===== config.mk =====
export PLATFORM = sky130hd
export DESIGN_NAME = ppm_receiver
export DESIGN_NICKNAME = d
export VERILOG_FILES = /design/src/design/ppm_pkg.sv /design/src/design/ppm_edge_detector.sv /design/src/design/ppm_frame_sequencer.sv /design/src/design/ppm_bit_correlator.sv /design/src/design/ppm_message_assembler.sv /design/src/design/ppm_receiver.sv
export SDC_FILE = /design/constraint.sdc
export NUM_CORES = 1
export LEC_CHECK = 0
export BUFFER_PORTS_ARGS = -buffer_cell sky130_fd_sc_hd__buf_2
export CAP_MARGIN = 30
export CORE_UTILIZATION = 45
export CTS_CLUSTER_SIZE = 16
export DETAILED_ROUTE_END_ITERATION = 16
export GPL_ROUTABILITY_DRIVEN = 1
export SETUP_SLACK_MARGIN = 0.2
export SLEW_MARGIN = 25
export SYNTH_ARGS = -nofsm -noshare
export SYNTH_HDL_FRONTEND = slang
export SYNTH_SLANG_ARGS = --single-unit

===== constraint.sdc =====
create_clock -name clk -period 6.48 [get_ports clk]
set_input_delay 0.324 -clock clk [delete_from_list [all_inputs] [get_ports clk]]
set_output_delay 0.324 -clock clk [all_outputs]
set_load 0.005 [all_outputs]

===== src/design/ppm_pkg.sv =====
package ppm_pkg;

        ////////////////////
        // sample and state types

        // one amplitude sample from the front end
        typedef logic [7:0] sample_t;

        typedef enum logic [1:0] {
                seq_idle,
                seq_preamble,
                seq_decode,
                seq_done
        } seq_state_t;

        // correlation sum for one data bit
        typedef logic signed [31:0] acc_t;

        // preamble length in symbols, data starts right after
        localparam int preamble_symbols = 8;

        ////////////////////
        // bit template

        // early half of the symbol high, late half low
        function automatic acc_t template_weight(
                input int unsigned idx,
                input int unsigned samples_per_symbol
        );
                acc_t weight;

                if (idx < samples_per_symbol / 2) begin
                        weight = acc_t'(1);
                end else begin
                        weight = acc_t'(-1);
                end
                return weight;
        endfunction

endpackage


===== src/design/ppm_edge_detector.sv =====
module ppm_edge_detector import ppm_pkg::*; #(
        parameter int edge_delta = 50
) (
        input  logic    clk,
        input  logic    rst_n,
        input  sample_t sample,
        output sample_t sample_dly,
        output logic    rise,
        output logic    fall
);

        sample_t prev_sample;
        int      step;

        // two stage delay line, prev_sample is the one before sample_dly
        always_ff @(posedge clk or negedge rst_n) begin
                if (!rst_n) begin
                        sample_dly  <= '0;
                        prev_sample <= '0;
                end else begin
                        sample_dly  <= sample;
                        prev_sample <= sample_dly;
                end
        end

        // signed step, wide enough for 0 - 255
        always_comb begin
                step = int'(sample_dly) - int'(prev_sample);
        end

        assign rise = step > edge_delta;
        assign fall = step < -edge_delta;

endmodule


===== src/design/ppm_frame_sequencer.sv =====
module ppm_frame_sequencer import ppm_pkg::*; #(
        parameter int samples_per_symbol = 80,
        parameter int message_bits       = 112,
        parameter int min_pulse_width    = 29
) (
        input  logic                                  clk,
        input  logic                                  rst_n,
        input  logic                                  en,
        input  logic                                  rise,
        input  logic                                  fall,
        output logic [$clog2(samples_per_symbol)-1:0] sample_idx,
        output logic                                  bit_start,
        output logic                                  bit_last,
        output logic                                  frame_start,
        output logic                                  frame_end
);

        localparam int idx_w         = $clog2(samples_per_symbol);
        localparam int frame_symbols = preamble_symbols + message_bits;
        localparam int sym_w         = $clog2(frame_symbols + 1);
        localparam int pos_w         = $clog2(preamble_symbols * samples_per_symbol);

        // expected preamble pulse positions after the first one
        localparam int win_a = samples_per_symbol;
        localparam int win_b = (7 * samples_per_symbol) / 2;
        localparam int win_c = (9 * samples_per_symbol) / 2;

        seq_state_t       state;
        seq_state_t       state_next;
        logic [sym_w-1:0] sym_cnt;
        logic [pos_w-1:0] rise_pos;
        logic             pulse_hit;
        int               pos;
        logic             sym_last;
        logic             in_window;
        logic             window_end;
        logic             abort;
        logic             preamble_done;
        logic             decode_done;

        ////////////////////
        // position and preamble checks

        always_comb begin
                pos = int'(sym_cnt) * samples_per_symbol + int'(sample_idx);
        end

        assign sym_last = sample_idx == idx_w'(samples_per_symbol - 1);

        // +-1 sample around each expected pulse
        assign in_window = (pos >= win_a - 1 && pos <= win_a + 1) ||
                           (pos >= win_b - 1 && pos <= win_b + 1) ||
                           (pos >= win_c - 1 && pos <= win_c + 1);
        assign window_end = pos == win_a + 1 || pos == win_b + 1 || pos == win_c + 1;

        always_comb begin
                abort = 1'b0;
                if (state == seq_preamble) begin
                        // missing pulse
                        if (window_end && !(pulse_hit || rise)) begin
                                abort = 1'b1;
                        end
                        // pulse too narrow
                        if (fall && (pos - int'(rise_pos) < min_pulse_width)) begin
                                abort = 1'b1;
                        end
                end
        end

        assign preamble_done = state == seq_preamble && sym_last &&
                               sym_cnt == sym_w'(preamble_symbols - 1);
        assign decode_done   = state == seq_decode && sym_last &&
                               sym_cnt == sym_w'(frame_symbols - 1);

        ////////////////////
        // FSM

        always_comb begin
                state_next = state;
                case (state)
                        seq_idle: begin
                                if (en && rise) begin
                                        state_next = seq_preamble;
                                end
                        end
                        seq_preamble: begin
                                if (abort) begin
                                        state_next = seq_idle;
                                end else if (preamble_done) begin
                                        state_next = seq_decode;
                                end
                        end
                        seq_decode: begin
                                if (decode_done) begin
                                        state_next = seq_done;
                                end
                        end
                        default: begin
                                state_next = seq_idle;
                        end
                endcase
        end

        always_ff @(posedge clk or negedge rst_n) begin
                if (!rst_n) begin
                        state      <= seq_idle;
                        sample_idx <= '0;
                        sym_cnt    <= '0;
                        rise_pos   <= '0;
                        pulse_hit  <= 1'b0;
                end else begin
                        state <= state_next;

                        if (state_next == seq_idle || state_next == seq_done) begin
                                sample_idx <= '0;
                                sym_cnt    <= '0;
                        end else if (state == seq_idle) begin
                                // start edge was position 0
                                sample_idx <= idx_w'(1);
                                sym_cnt    <= '0;
                        end else if (sym_last) begin
                                sample_idx <= '0;
                                sym_cnt    <= sym_cnt + 1'b1;
                        end else begin
                                sample_idx <= sample_idx + 1'b1;
                        end

                        if (state == seq_idle) begin
                                rise_pos <= '0;
                        end else if (state == seq_preamble && rise) begin
                                rise_pos <= pos_w'(pos);
                        end

                        if (state != seq_preamble || window_end) begin
                                pulse_hit <= 1'b0;
                        end else if (rise && in_window) begin
                                pulse_hit <= 1'b1;
                        end
                end
        end

        assign bit_start   = state == seq_decode && sample_idx == '0;
        assign bit_last    = state == seq_decode && sym_last;
        assign frame_start = bit_start && sym_cnt == sym_w'(preamble_symbols);
        // done lines up with the decision of the final bit
        assign frame_end   = state == seq_done;

endmodule


===== src/design/ppm_bit_correlator.sv =====
module ppm_bit_correlator import ppm_pkg::*; #(
        parameter int samples_per_symbol = 80,
        parameter int threshold          = 50
) (
        input  logic                                  clk,
        input  logic                                  rst_n,
        input  sample_t                               sample_dly,
        input  logic [$clog2(samples_per_symbol)-1:0] sample_idx,
        input  logic                                  bit_start,
        input  logic                                  bit_last,
        output logic                                  bit_valid,
        output logic                                  bit_value
);

        acc_t acc;
        acc_t sample_ext;
        acc_t weighted;
        acc_t sum_final;

        assign sample_ext = acc_t'(sample_dly);

        // weight is only ever +1 or -1
        always_comb begin
                if (template_weight(sample_idx, samples_per_symbol) < 0) begin
                        weighted = -sample_ext;
                end else begin
                        weighted = sample_ext;
                end
        end

        // sum including the last sample of the bit
        assign sum_final = acc + weighted;

        always_ff @(posedge clk) begin
                if (bit_start) begin
                        acc <= weighted;
                end else begin
                        acc <= sum_final;
                end
                if (bit_last) begin
                        bit_value <= sum_final > threshold;
                end
        end

        always_ff @(posedge clk or negedge rst_n) begin
                if (!rst_n) begin
                        bit_valid <= 1'b0;
                end else begin
                        bit_valid <= bit_last;
                end
        end

endmodule


===== src/design/ppm_message_assembler.sv =====
module ppm_message_assembler #(
        parameter int message_bits = 112
) (
        input  logic                    clk,
        input  logic                    rst_n,
        input  logic                    bit_valid,
        input  logic                    bit_value,
        input  logic                    frame_start,
        input  logic                    frame_end,
        output logic [message_bits-1:0] data_out,
        output logic                    valid_out
);

        logic [message_bits-1:0] shift_reg;
        logic [message_bits-1:0] shift_next;

        // first bit received ends up in the msb
        assign shift_next = {shift_reg[message_bits-2:0], bit_value};

        always_ff @(posedge clk) begin
                if (frame_start) begin
                        shift_reg <= '0;
                end else if (bit_valid) begin
                        shift_reg <= shift_next;
                end
        end

        ////////////////////
        // held output word

        always_ff @(posedge clk or negedge rst_n) begin
                if (!rst_n) begin
                        data_out  <= '0;
                        valid_out <= 1'b0;
                end else begin
                        valid_out <= frame_end;
                        // last decision arrives with frame_end
                        if (frame_end) begin
                                data_out <= shift_next;
                        end
                end
        end

endmodule


===== src/design/ppm_receiver.sv =====
module ppm_receiver import ppm_pkg::*; #(
        parameter int samples_per_symbol = 80,
        parameter int message_bits       = 112,
        parameter int edge_delta         = 50,
        parameter int min_pulse_width    = 29,
        parameter int threshold          = 50
) (
        input  logic                    clk,
        input  logic                    rst_n,
        input  logic                    en,
        input  sample_t                 sample,
        output logic [message_bits-1:0] data_out,
        output logic                    valid_out
);

        localparam int idx_w = $clog2(samples_per_symbol);

        sample_t          sample_dly;
        logic             rise;
        logic             fall;
        logic [idx_w-1:0] sample_idx;
        logic             bit_start;
        logic             bit_last;
        logic             frame_start;
        logic             frame_end;
        logic             bit_valid;
        logic             bit_value;

        ////////////////////
        // sample path

        ppm_edge_detector #(
                .edge_delta (edge_delta)
        ) i_edge_detector (
                .clk        (clk),
                .rst_n      (rst_n),
                .sample     (sample),
                .sample_dly (sample_dly),
                .rise       (rise),
                .fall       (fall)
        );

        ppm_frame_sequencer #(
                .samples_per_symbol (samples_per_symbol),
                .message_bits       (message_bits),
                .min_pulse_width    (min_pulse_width)
        ) i_frame_sequencer (
                .clk         (clk),
                .rst_n       (rst_n),
                .en          (en),
                .rise        (rise),
                .fall        (fall),
                .sample_idx  (sample_idx),
                .bit_start   (bit_start),
                .bit_last    (bit_last),
                .frame_start (frame_start),
                .frame_end   (frame_end)
        );

        ////////////////////
        // bit decisions

        ppm_bit_correlator #(
                .samples_per_symbol (samples_per_symbol),
                .threshold          (threshold)
        ) i_bit_correlator (
                .clk        (clk),
                .rst_n      (rst_n),
                .sample_dly (sample_dly),
                .sample_idx (sample_idx),
                .bit_start  (bit_start),
                .bit_last   (bit_last),
                .bit_valid  (bit_valid),
                .bit_value  (bit_value)
        );

        ppm_message_assembler #(
                .message_bits (message_bits)
        ) i_message_assembler (
                .clk         (clk),
                .rst_n       (rst_n),
                .bit_valid   (bit_valid),
                .bit_value   (bit_value),
                .frame_start (frame_start),
                .frame_end   (frame_end),
                .data_out    (data_out),
                .valid_out   (valid_out)
        );

endmodule


==> flow_summary.toml <==
[pwr]
ir_worst_vdd_uv = 255.7
p_leak_nw = 7.791
power.density_mw_per_mm2 = 325.7
power.total_w = 0.005364

[global_route]
grt_usage_pct = 18.43
antenna_found_initial = 0
grt_pass1_vias = 9858
grt_max_degree = 98
overflow = 0
grt_pass1_wl_um = 49690

[clocking]
cts_tree = "yes"
ctsResizeCount = 0
cts_buffer_depth = 3
clock_sinks = 301
cts_buffers = 34
cts_hold_buf = 9
htree_levels = 2
post_cts_buffers = 0
clk_latency_ns = 0.52
clock-root-buffer = "clkbuf_16"
clkTransAtPathRegs_ns = 0.06

[timing]
drv_slew = 0
fin_crit_ns = 5.197
max_freq_mhz = 192.4
maxSlewHeadroom_pct = 45.32
setup_violations = 0
max_slew.worst_pin.slew_ns = 0.8172
hold_viol_final = 0
fin_crit_sh_pct = 80.20
rsz0062_at_grt = "false"
fin_skew_ns = 0.02124
tns_ns = 0

[critical_path]
critical_path_required_ns = 6.86
startpoint = "i_frame_sequencer.sym_cnt[1]$_DFFE_PN0P_"
crit_path_max_fanout = 13
criticalPathCategory = "reg -> reg"
worstPathArrival_ns = 5.58
worstReg2RegStart = "i_frame_sequencer.sym_cnt[1]$_DFFE_PN0P_"
endpoint_kind = "register"
start_kind = "register"

[yosys]
synth_ff_type = "dfrtp_1"
yosysUniqueCellTypes = 83
syn_nets = 1414
syn_area_mm2 = 0.01424
synth-seq-cells = 301
avgSynthCellArea_um2 = 10.72
synth_top_area_share_pct = 27.59
synth_top_family_by_area = "multiplexers"
synth_simple_gate_area_share_pct = 11.82
synthTopCellsByArea = "dfrtp_1 28%, dfxtp_1 20%, mux2_2 9.0%"
synth_xor_area_share_pct = 3.576
synth_warnings = 0
post-synth-top-area-cell = "dfrtp_1"
ys_seq_area_share_pct = 47.90
synth_edf_count = 1
synthArstFlopShare_pct = 52.16
synth_compound_area_share_pct = 9.383
synth_fa_ha_area_share_pct = 6.853
synth_mux_area_share_pct = 17.38
synthCells = 1328

[final_layout]
drive_above_1_share_pct = 21.97
nFillCells = 2767
layout_commonest_cell = "nor2_1"
n_antenna_cell = 0
layout_common_cells = "181 x nor2_1, 156 x dfrtp_1, 143 x dfxtp_1"
finalNetCount = 1536
largest_reg_flops = 112
instances_no_fill = 1871
areaGrowthSynthToFinish_pct = 15.64

[floorplanning]
die_area_mm2 = 0.03236
die_w_um = 179.9
initial_core_util_pct = 46.19
io_pins = 124
die_h_um = 179.9
rows = 64
core_area_mm2 = 0.03083

[route]
wl_per_cell_um = 15.72
drt-total-wl_um = 29410
vias = 9969
drtIter0Drc = 514
drc_errors = 14
drtPass1Iterations = 11
final_antenna_net_count = 0
routed_via_density = 5.328

[placement]
dp.cells = 1799
portBuffers = 123
hpwl_um = 19920
gp_congestion = 0.8411

[status]
status = "complete, but fails checks"
violations = "design-rule violations"

[worst_hold_path]
hold_start = "en"
hold_path_class = "in -> reg"

[run]
maxCapViolCount = 0
## layout make-up
cell class              instances  area (um^2)  share of cell area [%]
clock buffers                  53         1023                   6.215
clock inverters                 8        118.9                  0.7218
inverters                      47        176.4                   1.071
repair buffers                143        827.0                   5.022
multi-input cells             923         7002                   42.52
flip-flops and latches        301         6825                   41.45
well taps                     396        495.5                   3.009
## power breakdown
group          leakage [nW]  total (W)  switching, W  internal [W]
sequential             3.31    0.00204     0.0000395       0.00200
combinational          3.93    0.00139      0.000816      0.000572
clock                 0.556    0.00194      0.000764       0.00118
total                  7.79    0.00536       0.00162       0.00374
## critical path, cell delays in order, from the launching register on
cell and delay [ns]:
dfrtp_1 0.48, ha_1 0.33, ha_1 0.22, fa_1 0.40, xor2_1 0.35, nand3_1 0.15, nor2_1 0.18, nor2_1 0.10
ha_1 0.37, nand2_1 0.09, o21ai_0 0.26, nor3_1 0.11, ha_1 0.29, nor4b_1 0.27, o211ai_1 0.14, a311oi_1 0.23
o2111ai_1 0.15, a211oi_1 0.24, o21ai_1 0.18, a21oi_4 0.42, nor2_1 0.10
## synth_stat cells, types with 5 or more instances
master / instances
nor2_1: 181
dfrtp_1: 157
dfxtp_1: 143
mux2i_1: 119
mux2_2: 114
ha_1: 70
nand2_1: 54
inv_1: 47
a21oi_1: 45
clkbuf_1: 43
o21ai_0: 41
xnor2_1: 30
xor2_1: 25
nor3_1: 21
a21o_1: 20
nand3_1: 17
a211oi_1: 11
and3_1: 11
o21a_1: 11
o31ai_1: 10
nor2b_1: 9
a31oi_1: 8
nand2b_1: 8
nand4_1: 8
o211ai_1: 7
nor3b_1: 6
and2_1: 5
buf_1: 5
fa_1: 5
nor4_1: 5
## final timing paths
kind / to / slack (ns) / depth (start not counted)
setup / recovery: i_frame_sequencer.sym_cnt[6]$_DFFE_PN0P_ / 1.28 / 20
hold / removal: i_frame_sequencer.sample_idx[0]$_DFF_PN0_ / 0.21 / 3
setup reg to reg: i_frame_sequencer.sym_cnt[6]$_DFFE_PN0P_ / 1.28 / 20
hold reg to reg: i_edge_detector.prev_sample[0]$_DFF_PN0_ / 0.46 / 0
max in group asynchronous: i_bit_correlator.bit_valid$_DFF_PN0_ / 5.03 / 3
min in group asynchronous: i_message_assembler.data_out[20]$_DFFE_PN0P_ / 0.27 / 2
## metal layers
metal	GRT usage (%)	vias to the layer above	wire length [um]
met5	0	-	0
met2	29.71	199	13260
met1	25.35	4788	13990
met4	5.241	0	633
met3	3.262	50	1530
li1	-	4932	-
## metrics by stage
step	util, %	worst slack (ns)	instance area [um^2]	hold slack, ns
floorplan	-	1.977	14240	0.02841
global placement	49.27	1.496	15190	0.4321
detailed placement	49.27	1.311	15190	0.4333
CTS	53.26	1.259	16420	0.1945
global route	53.42	0.7499	16470	0.2271
finish	53.42	1.283	16470	0.2105
## cells by family after synthesis
| logic type | Yosys count |
|---|---|
| buffers and inverters | 104 |
| flip-flops | 301 |
| adder cells (fa/ha/maj) | 75 |
| multiplexers | 233 |
| AO/OA/AOI/OAI | 198 |
| XOR/XNOR | 56 |
| other | 1 |
| AND/OR/NAND/NOR | 360 |
(Power assumes the default switching activity.)
